===== config.mk =====
export PLATFORM = sky130hd
export DESIGN_NAME = sys_top
export DESIGN_NICKNAME = d
export VERILOG_FILES = /design/src/verilog/sys_pkg.sv /design/src/verilog/host_cmd_decoder.sv /design/src/verilog/button_debounce.sv /design/src/verilog/reset_request.sv /design/src/verilog/audio_mixer.sv /design/src/verilog/vga_sync_out.sv /design/src/verilog/led_panel.sv /design/src/verilog/sys_top.sv
export SDC_FILE = /design/constraint.sdc
export NUM_CORES = 1
export LEC_CHECK = 0
export BUFFER_PORTS_ARGS = -buffer_cell sky130_fd_sc_hd__buf_2
export CAP_MARGIN = 20
export CELL_PAD_IN_SITES_DETAIL_PLACEMENT = 1
export CELL_PAD_IN_SITES_GLOBAL_PLACEMENT = 1
export CORE_AREA = 8 8 224 226
export DETAILED_ROUTE_END_ITERATION = 7
export DIE_AREA = 0 0 232 234
export GPL_TIMING_DRIVEN = 0
export PLACE_DENSITY = 0.87
export RECOVER_POWER = 50
export SLEW_MARGIN = 0
export SYNTH_ARGS = -nofsm -noshare
export SYNTH_HDL_FRONTEND = slang
export SYNTH_SLANG_ARGS = --single-unit

===== constraint.sdc =====
create_clock -name FPGA_CLK2_50 -period 10.2 [get_ports FPGA_CLK2_50]
set_clock_uncertainty 0.15 [all_clocks]
set_input_delay 2.04 -clock FPGA_CLK2_50 [delete_from_list [all_inputs] [get_ports FPGA_CLK2_50]]
set_output_delay 2.04 -clock FPGA_CLK2_50 [all_outputs]
set_load 0.03 [all_outputs]

===== src/verilog/sys_pkg.sv =====
// Shared widths, command codes, bus layouts and constants of the system top
// Field order of the packed structs is the bit order on the wire, MSB first
package sys_pkg;

	// ==================================================
	// Plain vector types
	// ==================================================
	typedef logic [15:0] host_word_t;
	typedef logic [31:0] status_word_t;
	typedef logic [11:0] timing_t;
	typedef logic [15:0] sample_t;
	typedef logic [1:0]  mix_mode_t;
	typedef logic [7:0]  cmd_code_t;
	typedef logic [1:0]  reset_code_t;
	typedef logic [3:0]  word_cnt_t;
	typedef logic [7:0]  deb_hist_t;

	// ==================================================
	// Constants
	// ==================================================
	localparam status_word_t CORE_MAGIC = 32'h5CA623A4;
	localparam logic [1:0]   IO_VER     = 2'd1;

	localparam cmd_code_t CMD_CFG    = 8'h01;
	localparam cmd_code_t CMD_TIMING = 8'h20;
	localparam cmd_code_t CMD_LED    = 8'h25;

	// Cross-mix amounts
	localparam mix_mode_t MIX_EIGHTH  = 2'd1;
	localparam mix_mode_t MIX_QUARTER = 2'd2;
	localparam mix_mode_t MIX_HALF    = 2'd3;

	localparam int        DEBOUNCE_DIV = 100000;
	localparam int        DEBOUNCE_W   = $clog2(DEBOUNCE_DIV + 1);
	localparam int        DEBOUNCE_LEN = 8;
	localparam word_cnt_t TIMING_WORDS = 4'd8;
	localparam int        SYNC_CNT_W   = 24;

	typedef logic [DEBOUNCE_W-1:0] debounce_div_t;
	typedef logic [SYNC_CNT_W-1:0] sync_cnt_t;

	// ==================================================
	// Structs and the decoder state
	// ==================================================
	typedef struct packed {
		logic        core_ready;
		reset_code_t reset_code;
		logic        disk_activity;
		logic        io_uio;
		logic        io_clk;
		host_word_t  io_din;
	} host_bus_t;

	typedef struct packed {
		timing_t width;
		timing_t hfp;
		timing_t hs;
		timing_t hbp;
		timing_t height;
		timing_t vfp;
		timing_t vs;
		timing_t vbp;
	} video_timing_t;

	typedef struct packed {
		logic dvi_mode;
		logic audio_96k;
		logic ypbpr_en;
		logic csync;
		logic vga_scaler;
	} sys_cfg_t;

	typedef struct packed {
		logic [7:0] overtake;
		logic [7:0] state;
	} led_override_t;

	typedef enum logic {IDLE, HAVE_CMD} cmd_phase_t;

	// 1280x720 at 60 Hz, CEA timing
	localparam video_timing_t TIMING_RESET_DEFAULT = '{
		width: 12'd1280, hfp: 12'd110, hs: 12'd40, hbp: 12'd220,
		height: 12'd720, vfp: 12'd5, vs: 12'd5, vbp: 12'd20
	};

endpackage


===== src/verilog/host_cmd_decoder.sv =====
// Host bus decoder; each phase of io_clk must last at least 8 clock cycles
// Registers update 4 cycles after the io_clk edge, io_ack lags io_clk by 4
// Timing words past the eighth are ignored
`timescale 1ns/100ps

module host_cmd_decoder (
	input  logic                   FPGA_CLK2_50,
	input  logic                   resetd,
	input  sys_pkg::host_bus_t     host_bus,
	input  logic                   btn_user,
	input  logic                   btn_osd,
	output sys_pkg::sys_cfg_t      cfg,
	output sys_pkg::video_timing_t video_timing,
	output sys_pkg::led_override_t led_override,
	output sys_pkg::reset_code_t   reset_code,
	output logic                   disk_activity,
	output sys_pkg::status_word_t  status
);

	sys_pkg::host_bus_t   bus_s1;
	sys_pkg::host_bus_t   bus_s2;
	logic                 rack;
	logic                 io_ack;
	logic                 strobe;
	logic                 strobe_d;
	logic                 uio_d;
	sys_pkg::host_word_t  din_d;
	sys_pkg::cmd_phase_t  phase;
	sys_pkg::cmd_code_t   cmd;
	sys_pkg::word_cnt_t   cnt;

	// ==================================================
	// Synchronizer, strobe and acknowledge
	// ==================================================
	assign strobe = bus_s2.io_clk & ~rack;

	always_ff @(posedge FPGA_CLK2_50) begin
		if (resetd) begin
			bus_s1   <= '0;
			bus_s2   <= '0;
			rack     <= 1'b0;
			io_ack   <= 1'b0;
			strobe_d <= 1'b0;
			uio_d    <= 1'b0;
		end else begin
			bus_s1   <= host_bus;
			bus_s2   <= bus_s1;
			rack     <= bus_s2.io_clk;
			io_ack   <= rack;
			strobe_d <= strobe;
			uio_d    <= bus_s2.io_uio;
		end
	end

	// Data word aligned with strobe_d
	always_ff @(posedge FPGA_CLK2_50) begin
		din_d <= bus_s2.io_din;
	end

	// ==================================================
	// Command decode
	// ==================================================
	always_ff @(posedge FPGA_CLK2_50) begin
		if (resetd) begin
			phase        <= sys_pkg::IDLE;
			cmd          <= '0;
			cnt          <= '0;
			cfg          <= '0;
			video_timing <= sys_pkg::TIMING_RESET_DEFAULT;
			led_override <= '0;
		end else if (!uio_d) begin
			phase <= sys_pkg::IDLE;
		end else if (strobe_d) begin
			if (phase == sys_pkg::IDLE) begin
				// First word after io_uio rises is the command
				phase <= sys_pkg::HAVE_CMD;
				cmd   <= din_d[7:0];
				cnt   <= '0;
			end else begin
				case (cmd)
					sys_pkg::CMD_CFG: begin
						cfg <= sys_pkg::sys_cfg_t'{
							dvi_mode:   din_d[7],
							audio_96k:  din_d[6],
							ypbpr_en:   din_d[5],
							csync:      din_d[3],
							vga_scaler: din_d[2]
						};
					end
					sys_pkg::CMD_TIMING: begin
						if (cnt < sys_pkg::TIMING_WORDS) begin
							cnt <= cnt + 1'b1;
							case (cnt)
								4'd0: video_timing.width  <= din_d[11:0];
								4'd1: video_timing.hfp    <= din_d[11:0];
								4'd2: video_timing.hs     <= din_d[11:0];
								4'd3: video_timing.hbp    <= din_d[11:0];
								4'd4: video_timing.height <= din_d[11:0];
								4'd5: video_timing.vfp    <= din_d[11:0];
								4'd6: video_timing.vs     <= din_d[11:0];
								default: video_timing.vbp <= din_d[11:0];
							endcase
						end
					end
					sys_pkg::CMD_LED: led_override <= sys_pkg::led_override_t'(din_d);
					default: ;
				endcase
			end
		end
	end

	// ==================================================
	// Host side levels and status
	// ==================================================
	assign reset_code    = bus_s2.reset_code;
	assign disk_activity = bus_s2.disk_activity;

	// Host only talks to the core once it has seen the magic
	assign status = bus_s2.core_ready ?
		{1'b0, btn_user, btn_osd, 9'd0, sys_pkg::IO_VER, io_ack, 17'd0} :
		sys_pkg::CORE_MAGIC;

endmodule


===== src/verilog/button_debounce.sv =====
// Debounce of user and OSD buttons, each combined with a board key
// Sampled once per DEBOUNCE_DIV+1 cycles; all inputs are active low
`timescale 1ns/100ps

module button_debounce (
	input  logic       FPGA_CLK2_50,
	input  logic       resetd,
	input  logic       btn_user_n,
	input  logic       btn_osd_n,
	input  logic [1:0] key,
	output logic       btn_user,
	output logic       btn_osd
);

	sys_pkg::debounce_div_t div;
	logic                   tick;
	logic [1:0]             pressed;
	logic [1:0]             btn_q;
	sys_pkg::deb_hist_t     hist [2];

	assign tick       = (div == '0);
	assign pressed[0] = ~(btn_user_n & key[1]);
	assign pressed[1] = ~(btn_osd_n & key[0]);

	always_ff @(posedge FPGA_CLK2_50) begin
		if (resetd) begin
			div   <= '0;
			btn_q <= '0;
			for (int i = 0; i < 2; i++) hist[i] <= '0;
		end else begin
			// Shared sampling divider
			if (div == sys_pkg::debounce_div_t'(sys_pkg::DEBOUNCE_DIV))
				div <= '0;
			else
				div <= div + 1'b1;

			if (tick) begin
				for (int i = 0; i < 2; i++) begin
					hist[i] <= {hist[i][sys_pkg::DEBOUNCE_LEN-2:0], pressed[i]};
					// Level holds between a full and an empty history
					if (&hist[i]) btn_q[i] <= 1'b1;
					if (hist[i] == '0) btn_q[i] <= 1'b0;
				end
			end
		end
	end

	assign btn_user = btn_q[0];
	assign btn_osd  = btn_q[1];

endmodule


===== src/verilog/reset_request.sv =====
// Reset request driven by the host code: 1 sets, 0 followed by 2 clears
// A direct jump to 2 from any other code leaves the request set
`timescale 1ns/100ps

module reset_request (
	input  logic                 FPGA_CLK2_50,
	input  logic                 resetd,
	input  sys_pkg::reset_code_t reset_code,
	output logic                 reset_req
);

	sys_pkg::reset_code_t code_d1;
	sys_pkg::reset_code_t code_d2;

	always_ff @(posedge FPGA_CLK2_50) begin
		if (resetd) begin
			reset_req <= 1'b1;
			code_d1   <= '0;
			code_d2   <= '0;
		end else begin
			code_d1 <= reset_code;
			code_d2 <= code_d1;

			if (code_d1 == 2'd1)
				reset_req <= 1'b1;
			// Release only on the 0 -> 2 sequence
			else if (code_d1 == 2'd2 && code_d2 == 2'd0)
				reset_req <= 1'b0;
		end
	end

endmodule


===== src/verilog/audio_mixer.sv =====
// Stereo cross-mix, purely combinational
// audio_s selects arithmetic shifts for signed samples; sums wrap at 16 bits
`timescale 1ns/100ps

module audio_mixer (
	input  sys_pkg::sample_t   audio_ls,
	input  sys_pkg::sample_t   audio_rs,
	input  logic               audio_s,
	input  sys_pkg::mix_mode_t audio_mix,
	output sys_pkg::sample_t   audio_l,
	output sys_pkg::sample_t   audio_r
);

	// Right shift, sign-aware
	function automatic sys_pkg::sample_t shift_r(
		input sys_pkg::sample_t x,
		input int unsigned      k,
		input logic             sgn
	);
		if (sgn)
			shift_r = $signed(x) >>> k;
		else
			shift_r = x >> k;
	endfunction

	// One output channel from its own and the opposite input
	function automatic sys_pkg::sample_t mix_chan(
		input sys_pkg::sample_t   own,
		input sys_pkg::sample_t   other,
		input sys_pkg::mix_mode_t mode,
		input logic               sgn
	);
		case (mode)
			sys_pkg::MIX_EIGHTH:
				mix_chan = own - shift_r(own, 3, sgn) + shift_r(other, 3, sgn);
			sys_pkg::MIX_QUARTER:
				mix_chan = own - shift_r(own, 2, sgn) + shift_r(other, 2, sgn);
			sys_pkg::MIX_HALF:
				mix_chan = shift_r(own, 1, sgn) + shift_r(other, 1, sgn);
			default:
				mix_chan = own;
		endcase
	endfunction

	assign audio_l = mix_chan(audio_ls, audio_rs, audio_mix, audio_s);
	assign audio_r = mix_chan(audio_rs, audio_ls, audio_mix, audio_s);

endmodule


===== src/verilog/vga_sync_out.sv =====
// Sync polarity fix and VGA sync drive; outputs are active low
// Polarity settles after a few edges; interval counters saturate
`timescale 1ns/100ps

module vga_sync_out (
	input  logic FPGA_CLK2_50,
	input  logic resetd,
	input  logic hs_in,
	input  logic vs_in,
	input  logic csync,
	output logic vga_hs,
	output logic vga_vs
);

	// Index 0 is hsync, index 1 is vsync
	logic [1:0]         sync_raw;
	logic [1:0]         s1;
	logic [1:0]         s2;
	logic [1:0]         pol;
	logic [1:0]         sync_fix;
	sys_pkg::sync_cnt_t cnt    [2];
	sys_pkg::sync_cnt_t len_hi [2];
	sys_pkg::sync_cnt_t len_lo [2];

	assign sync_raw = {vs_in, hs_in};

	always_ff @(posedge FPGA_CLK2_50) begin
		if (resetd) begin
			s1  <= '0;
			s2  <= '0;
			pol <= '0;
			for (int i = 0; i < 2; i++) begin
				cnt[i]    <= '0;
				len_hi[i] <= '0;
				len_lo[i] <= '0;
			end
		end else begin
			s1 <= sync_raw;
			s2 <= s1;
			for (int i = 0; i < 2; i++) begin
				if (s1[i] != s2[i]) begin
					cnt[i] <= '0;
					// Invert when the high interval is the longer one
					if (s1[i]) begin
						len_lo[i] <= cnt[i];
						pol[i]    <= len_hi[i] > cnt[i];
					end else begin
						len_hi[i] <= cnt[i];
						pol[i]    <= cnt[i] > len_lo[i];
					end
				end else if (cnt[i] != '1) begin
					cnt[i] <= cnt[i] + 1'b1;
				end
			end
		end
	end

	assign sync_fix = sync_raw ^ pol;

	assign vga_hs = csync ? ~(sync_fix[0] ^ sync_fix[1]) : ~sync_fix[0];
	assign vga_vs = csync ? 1'b1 : ~sync_fix[1];

endmodule


===== src/verilog/led_panel.sv =====
// Board LED levels, active high, and the main-board LED byte
// Host override replaces the default bit for each set overtake bit
`timescale 1ns/100ps

module led_panel (
	input  logic                   led_user,
	input  logic [1:0]             led_power,
	input  logic [1:0]             led_disk,
	input  logic                   disk_activity,
	input  sys_pkg::led_override_t led_override,
	output logic                   led_power_on,
	output logic                   led_hdd_on,
	output logic                   led_user_on,
	output logic [7:0]             led
);

	logic [7:0] led_default;

	// Bit 1 forces the level from bit 0
	assign led_power_on = led_power[1] ? led_power[0] : 1'b0;
	assign led_hdd_on   = led_disk[1]  ? led_disk[0]  : (led_disk[0] | disk_activity);
	assign led_user_on  = led_user;

	assign led_default = {
		3'b000,
		led_power_on,
		1'b0,
		led_hdd_on,
		1'b0,
		led_user_on
	};

	// Per-bit mux between default and host state
	assign led = (led_override.overtake & led_override.state) |
		(~led_override.overtake & led_default);

endmodule


===== src/verilog/sys_top.sv =====
// Board glue around a core, all in the FPGA_CLK2_50 domain
// Host bus is asynchronous and resynchronized inside the decoder
`timescale 1ns/100ps

module sys_top (
	input  logic                   FPGA_CLK2_50,
	input  logic                   resetd,
	input  sys_pkg::host_bus_t     host_bus,
	output sys_pkg::status_word_t  status,
	input  logic                   btn_user_n,
	input  logic                   btn_osd_n,
	input  logic [1:0]             key,
	input  sys_pkg::sample_t       audio_ls,
	input  sys_pkg::sample_t       audio_rs,
	input  logic                   audio_s,
	input  sys_pkg::mix_mode_t     audio_mix,
	input  logic                   hs_in,
	input  logic                   vs_in,
	input  logic                   led_user,
	input  logic [1:0]             led_power,
	input  logic [1:0]             led_disk,
	output sys_pkg::sys_cfg_t      cfg,
	output sys_pkg::video_timing_t video_timing,
	output logic                   reset_req,
	output sys_pkg::sample_t       audio_l,
	output sys_pkg::sample_t       audio_r,
	output logic                   VGA_HS,
	output logic                   VGA_VS,
	output logic                   led_power_on,
	output logic                   led_hdd_on,
	output logic                   led_user_on,
	output logic [7:0]             LED
);

	logic                   btn_user;
	logic                   btn_osd;
	sys_pkg::reset_code_t   reset_code;
	logic                   disk_activity;
	sys_pkg::led_override_t led_override;

	// ==================================================
	// Input side
	// ==================================================
	host_cmd_decoder u_host_cmd_decoder (
		.FPGA_CLK2_50  (FPGA_CLK2_50),
		.resetd        (resetd),
		.host_bus      (host_bus),
		.btn_user      (btn_user),
		.btn_osd       (btn_osd),
		.cfg           (cfg),
		.video_timing  (video_timing),
		.led_override  (led_override),
		.reset_code    (reset_code),
		.disk_activity (disk_activity),
		.status        (status)
	);

	button_debounce u_button_debounce (
		.FPGA_CLK2_50 (FPGA_CLK2_50),
		.resetd       (resetd),
		.btn_user_n   (btn_user_n),
		.btn_osd_n    (btn_osd_n),
		.key          (key),
		.btn_user     (btn_user),
		.btn_osd      (btn_osd)
	);

	// ==================================================
	// Processing
	// ==================================================
	reset_request u_reset_request (
		.FPGA_CLK2_50 (FPGA_CLK2_50),
		.resetd       (resetd),
		.reset_code   (reset_code),
		.reset_req    (reset_req)
	);

	audio_mixer u_audio_mixer (
		.audio_ls  (audio_ls),
		.audio_rs  (audio_rs),
		.audio_s   (audio_s),
		.audio_mix (audio_mix),
		.audio_l   (audio_l),
		.audio_r   (audio_r)
	);

	// ==================================================
	// Output side
	// ==================================================
	vga_sync_out u_vga_sync_out (
		.FPGA_CLK2_50 (FPGA_CLK2_50),
		.resetd       (resetd),
		.hs_in        (hs_in),
		.vs_in        (vs_in),
		.csync        (cfg.csync),
		.vga_hs       (VGA_HS),
		.vga_vs       (VGA_VS)
	);

	led_panel u_led_panel (
		.led_user      (led_user),
		.led_power     (led_power),
		.led_disk      (led_disk),
		.disk_activity (disk_activity),
		.led_override  (led_override),
		.led_power_on  (led_power_on),
		.led_hdd_on    (led_hdd_on),
		.led_user_on   (led_user_on),
		.led           (LED)
	);

endmodule


==> results of run 1 <==
power breakdown:
part | switching (W) | internal (W) | leakage, nW
sequential | 0.0000246 | 0.00164 | 3.58
clock | 0.000635 | 0.000877 | 0.646
combinational | 0.000651 | 0.000351 | 6.72
layer usage:
metal	vias up	track usage, %	part of all wire [%]
li1	9042	-	-
met1	10000	35.1	41
met2	829	47.9	48
met3	198	4.84	7.4
met4	0	10.2	3.5
met5	-	0	0
sequential cells by signal, summed over array words and instances (netlist names), 2 cells and up:
signal                           count
u_host_cmd_decoder.video_timing     96
u_vga_sync_out.cnt                  48
u_vga_sync_out.len_hi               48
u_vga_sync_out.len_lo               48
u_host_cmd_decoder.bus_s1           22
u_host_cmd_decoder.bus_s2           19
u_button_debounce.div               17
u_button_debounce.hist              16
u_host_cmd_decoder.din_d            16
u_host_cmd_decoder.led_override     16
u_host_cmd_decoder.cmd               8
u_host_cmd_decoder.cfg               5
u_host_cmd_decoder.cnt               4
u_button_debounce.btn_q              2
u_host_cmd_decoder.reset_code        2
u_reset_request.code_d1              2
u_reset_request.code_d2              2
u_vga_sync_out.pol                   2
u_vga_sync_out.s1                    2
u_vga_sync_out.s2                    2
logic make-up after synthesis:
logic type	share of synthesized area, %
xor gates and xnor gates	4.62
and+or+nand+nor	18.1
adders and majority gates	15.9
AOI/OAI and AO/OA	10.5
buffers and inverters	7.78
other	0.0325
DFF	40.2
muxes	2.82
layout make-up:
cell class | instances | area [um2]
clock inverters | 12 | 143
flip-flops and latches | 384 | 9290
plain buffers | 139 | 732
well taps | 615 | 769
repair buffers | 232 | 1050
clock buffers | 60 | 1180
diodes | 1 | 2.50
inverters | 281 | 1050
fillers | 5514 | 20600
multi-input cells | 1690 | 12100
worst register-to-register path, cell delays in order (launching register included):
cell      delay [ns]
edfxtp_1        0.47
inv_1           0.16
nor3_1          0.39
and3_1          0.27
nand3_1         0.31
nor4_1          0.58
nand3b_1        0.37
clkbuf_1        0.54
nor2_1          0.15
cell usage after synthesis, types with 3 or more instances:
library cell	count
clkbuf_1	71
nor4_1	19
or4_1	6
inv_1	280
a2bb2oi_1	4
and2_1	29
nor2b_1	76
dfxtp_1	224
edfxtp_1	160
o21bai_1	6
nand2b_1	22
nor2_1	172
a221o_1	5
or3_1	9
nor3_1	127
mux2_2	4
a2111oi_0	6
a21oi_1	156
and3_1	14
xor2_1	32
a211oi_1	16
o2111ai_1	3
mux4_2	10
o211ai_1	12
buf_4	40
a31oi_1	10
ha_1	200
nand2_1	170
o31ai_1	7
buf_1	8
or2_2	7
a21o_1	38
nand4_1	31
nand3b_1	3
xnor2_1	90
buf_6	3
a21boi_0	4
fa_1	59
nand3_1	152
o21ai_0	67
buf_2	13
and4_1	6
mux2i_1	38
o22ai_1	6
o21a_1	15
final timing paths:
path	start	endpoint	slack, ns
max reg2reg	u_vga_sync_out.cnt[1][2]	u_vga_sync_out.cnt[1][19]	6.54
min reg2reg	u_host_cmd_decoder.bus_s2[12]	u_host_cmd_decoder.din_d[12]	0.18
max	audio_rs[3]	audio_l[10]	2.21
min	u_host_cmd_decoder.bus_s2[12]	u_host_cmd_decoder.din_d[12]	0.18
stage by stage:
stage	total power [W]	cells	setup slack, ns	util, %	hold WS, ns
floorplan	0.00236	2494	3.03	-	0.160
global placement	0.00263	3338	2.35	53.5	0.160
detailed placement	0.00267	3340	2.25	53.6	0.163
CTS	0.00417	3412	2.24	56.4	0.178
global route	0.00432	3414	2.06	56.1	0.192
finish	0.00418	3414	2.21	56.1	0.177
==> results.json, run 1 <==
{
  "synth_cell_types": 82,
  "peakVddDrop_uv": 152,
  "nets": 3098,
  "die_w_um": 232,
  "yosysSeqAreaShare_pct": 40.2,
  "drtIter0Drc": 1600,
  "clockBufferDepth": 3,
  "final_cell_mix": "inv_1, dfxtp_1, ha_1, clkbuf_1, nor2_1",
  "synth_edf_count": 160,
  "port-buffer-count": 229,
  "remaining_drc_errors": 0,
  "hold_depth": 0,
  "cts_num_sinks": 384,
  "start_kind": "input pin",
  "cp.buffers_inverters": 4,
  "setup_viol": 0,
  "cts_htree_levels": 2,
  "worstPathArrival_ns": 5.80,
  "crit_type": "in2out",
  "ys_top_cells_by_area": "edfxtp_1, dfxtp_1, ha_1, fa_1, inv_1",
  "viasPerCell": 5.89,
  "rsz0062_at_grt": "false",
  "routedWlPerCell_um": 22.9,
  "syn_area_um2": 23100,
  "final_common_cell": "inv_1",
  "first_pass_iters": 6,
  "synthFlopType": "dfxtp_1",
  "cts_tree": "built",
  "fin_area_um2": 26300,
  "path_cells": "buf_2, inv_1, ha_1, inv_1, ha_1, fa_1, a21o_1, a21o_1, a21oi_1, a21oi_1, nor2_1, xnor2_1, nand2_1, a222oi_1, buf_2",
  "cts_root_buf": "clkbuf_16",
  "crit_fanout": 5,
  "cp_slowest_cell": "a222oi_1",
  "drive_above_1_share_pct": 9.58,
  "areaGrowthSynthToFinish_pct": 13.7,
  "grt_first_pass_wirelength_um": 120000,
  "post-synth-top-area-cell": "edfxtp_1",
  "placed_cell_area_um2": 25100,
  "gp_congestion": 1.00,
  "num_vias": 20100,
  "clock_latency_ns": 0.56,
  "cts_hold_buf": 0,
  "yosys_warnings": 0,
  "avgSynthCellArea_um2": 9.33,
  "tightest_slew_ns": 1.42,
  "io_pins": 249,
  "slew_viol_final": 0,
  "cp.depth": 15,
  "core_um2": 46800,
  "synthArstFlopShare_pct": 0,
  "cap_viol_max_count": 0,
  "grt_use_total_pct": 27.9,
  "finalHoldViolations": 0,
  "grt_pass1_vias": 21400,
  "p_per_area_nw_per_um2": 159,
  "fmax_mhz": 125,
  "ys_ff_latch": 384,
  "fin_crit_sh_pct": 78.3,
  "slew-limit-headroom_pct": 4.26,
  "crit_path_end_kind": "output port",
  "std_cell_rows": 80,
  "crit_family": "compound AO/OA/AOI/OAI gates",
  "status": "complete, no violations",
  "syn_inst": 2478,
  "rr_worst_depth": 8,
  "floorplan.die.height_um": 234,
  "min_path_type": "reg2reg",
  "cts_buffers": 41,
  "initial_core_util_pct": 49.3,
  "synth_top_area_share_pct": 20.8,
  "setup-tns-final_ns": 0,
  "cts_setup_buffers": 0,
  "min_period_ns": 7.99,
  "cts.repair.resized": 0,
  "grt_overflow": 0,
  "antenna_left": 0,
  "die_area_um2": 54300,
  "hpwl_um": 58000,
  "grt_max_degree": 25,
  "leakagePower_nw": 11.0,
  "routed_wl_um": 78200,
  "cts.clk_slew.worst_paths_ns": 0.06,
  "worstPathRequired_ns": 8.01,
  "max_stage_delay_ns": 0.53,
  "antenna_found_initial": 2
}
(Power assumes the default switching activity.)
==> inputs of run 2 (changes only) <==
ABC_AREA = 1   (was not set)
CORE_AREA = 8 8 242 244   (was 8 8 224 226)
DIE_AREA = 0 0 250 252   (was 0 0 232 234)
PLACE_DENSITY = 0.83   (was 0.87)
clock period = 8.37 ns   (was 10.2 ns; I/O delays follow)
==> run 2 against run 1 <==
The flow now finishes with violations (capacitance limit, slew limit). Routed wire length rose by 6.1%. Combinational power rose by 16%. Synthesized area rose by 5.6%. Sequential cell count did not move. Final cell count rose by 24%. Sequential power rose by 22%. Non-clock buffer count fell by 40. Synthesized cell count rose by 29%. Utilization fell by 5.1 points. Critical endpoint is now audio_l[14]. Highest routed layer is now met5.
==> results.json, run 2 <==
{
  "ys_top_cells_by_count": "nand2_1, inv_1, nor2_1",
  "whs_ns": 0.176,
  "first_pass_iters": 5,
  "synth_most_common_cell": "nand2_1",
  "leakagePower_nw": 13.3,
  "slew-limit-headroom_pct": -29.0,
  "status": "finished with violations",
  "port-buffer-count": 230,
  "die_w_um": 250,
  "postLayoutCoreUtil_pct": 51.1,
  "ys_top_cells_by_area": "edfxtp_1, dfxtp_1, ha_1, nand2_1, inv_1",
  "rsz0062_at_grt": "false",
  "yosysSeqAreaShare_pct": 38.1,
  "final_cell_mix": "nand2_1, inv_1, nor2_1, dfxtp_1, ha_1",
  "setup_viol": 0,
  "num_vias": 22600,
  "clock_latency_ns": 0.58,
  "p_total_w": 0.00520,
  "start_kind": "input pin",
  "cap_viol_max_count": 1,
  "hold_depth": 0,
  "fill_cells": 6956,
  "peakVddDrop_uv": 159,
  "synth_edf_count": 160,
  "viasPerCell": 5.34,
  "drtIter0Drc": 1073,
  "largest_register": "u_host_cmd_decoder.video_timing",
  "crit_type": "in2out",
  "synth_top_area_share_pct": 19.7,
  "cts_tree": "built",
  "cts_root_buf": "clkbuf_16",
  "antenna_found_initial": 8,
  "setup_ws_ns": 2.00,
  "synth_cell_types": 51,
  "routed_wl_um": 83000,
  "grt_pass1_vias": 24400,
  "cts_num_sinks": 384,
  "die_area_um2": 63000,
  "fin_crit_sh_pct": 76.1,
  "syn_area_um2": 24400,
  "synth_top_family_by_area": "simple AND/OR/NAND/NOR gates",
  "synthSimpleGateAreaFrac_pct": 24.8,
  "max_stage_delay_ns": 0.42,
  "synth.mux.area_fraction_pct": 0.0923,
  "post-synth-top-area-cell": "edfxtp_1",
  "io_pins": 249,
  "syn_inst": 3190,
  "core_um2": 54700,
  "cp.buffers_inverters": 4,
  "crit_family": "simple AND/OR/NAND/NOR gates",
  "routedWlPerCell_um": 19.6,
  "std_cell_rows": 86,
  "setup-tns-final_ns": 0,
  "worstPathRequired_ns": 6.55,
  "hpwl_um": 65000,
  "rr_worst_depth": 11,
  "clockBufferDepth": 3,
  "yosys_warnings": 0,
  "avgSynthCellArea_um2": 7.65,
  "grt_max_degree": 25,
  "cts.clk_slew.worst_paths_ns": 0.06,
  "p_per_area_nw_per_um2": 187,
  "worstPathArrival_ns": 4.55,
  "ys_ff_latch": 384,
  "synthFlopType": "dfxtp_1",
  "violations": "capacitance limit, slew limit",
  "dp_slack_ns": 2.04,
  "slew_viol_final": 25,
  "min_path_type": "reg2reg",
  "path_cells": "buf_2, inv_1, ha_1, inv_1, ha_1, fa_1, nand3_1, nand3_1, nand2_1, nand2_1, nand2_1, nand3_1, nand3_1, nand4_1, buf_2",
  "cts_hold_buf": 0,
  "grt_use_total_pct": 25.6,
  "initial_core_util_pct": 44.6,
  "min_period_ns": 6.37,
  "largest_reg_flops": 96,
  "areaGrowthSynthToFinish_pct": 14.3,
  "grt_first_pass_wirelength_um": 130000,
  "synthArstFlopShare_pct": 0,
  "grt_overflow": 0,
  "cts_setup_buffers": 0,
  "floorplan.die.height_um": 252,
  "synth_compound_area_share_pct": 9.20,
  "antenna_left": 0,
  "cts.repair.resized": 0,
  "cp.depth": 15,
  "drive_above_1_share_pct": 9.81,
  "crit_path_frequent_cell": "nand3_1",
  "cp_slowest_cell": "fa_1",
  "tightest_slew_ns": 1.93,
  "gp_congestion": 0.940,
  "crit_path_end_kind": "output port",
  "fmax_mhz": 157,
  "crit_fanout": 5,
  "remaining_drc_errors": 0,
  "cts_buffers": 44,
  "nets": 3813,
  "cts_htree_levels": 2,
  "synthXorXnorAreaFrac_pct": 1.04,
  "synthAdderAreaFrac_pct": 15.1,
  "finalHoldViolations": 0,
  "final_common_cell": "nand2_1"
}
[run 2: cell count changes in the layout (fill, tap and decap cells not counted), sizes merged, moves of 43 or more]
cell	change
nor2b	-76
a21oi	+43
clkbuf	-79
xnor2	-86
nor2	+244
nand2	+470
nor3	-67
inv	+329
o21ai	+46
[run 2: where the power goes]
group          switching, W  leakage (nW)  internal (W)  total [W]
clock network      0.000822         0.735       0.00119    0.00201
registers         0.0000311          3.58       0.00200    0.00203
logic              0.000799          9.03      0.000361    0.00116
total               0.00165          13.3       0.00355    0.00520
[run 2: layer usage]
metal  global-route usage [%]  routed length, um
met1                     30.4              34500
met2                     45.7              41100
met3                     4.56               4320
met4                     10.1               3040
met5                        0                 39
[run 2: worst paths after layout]
path              slack (ns)                    startpoint                           to
hold reg to reg         0.18  u_host_cmd_decoder.bus_s2[4]  u_host_cmd_decoder.din_d[4]
hold / removal          0.18  u_host_cmd_decoder.bus_s2[4]  u_host_cmd_decoder.din_d[4]
setup / recovery        2.00                   audio_rs[3]                  audio_l[14]
setup reg to reg        4.59      u_vga_sync_out.cnt[0][0]    u_vga_sync_out.cnt[0][21]
[run 2: kinds of logic (layout without fill, tap and decap cells)]
| group | count (synthesis) | after routing |
|---|---|---|
| simple gates | 1404 | 1404 |
| flops | 384 | 384 |
| compound gates | 401 | 401 |
| mux | 2 | 2 |
| buf+inv | 709 | 1021 |
| other cells | 2 | 22 |
| fa+ha+maj | 259 | 259 |
| xor+xnor | 29 | 29 |
[run 2: layout make-up]
cell class	count	area [um2]	area share (%)
multi-input combinational	2113	12300	44.0
sequential	384	9290	33.3
inverter	610	2290	8.21
clock buffer	58	1220	4.39
timing repair buffer	232	1110	3.99
tap	704	881	3.16
buffer	99	542	1.94
clock inverter	22	270	0.968
antenna	4	10.0	0.0359
[run 2: per-stage QoR]
stage	area, um2	instances
after floorplan	24500	3206
after global placement	26500	4140
after detailed placement	26500	4142
after CTS	28000	4222
final	27900	4226
after global routing	27900	4225
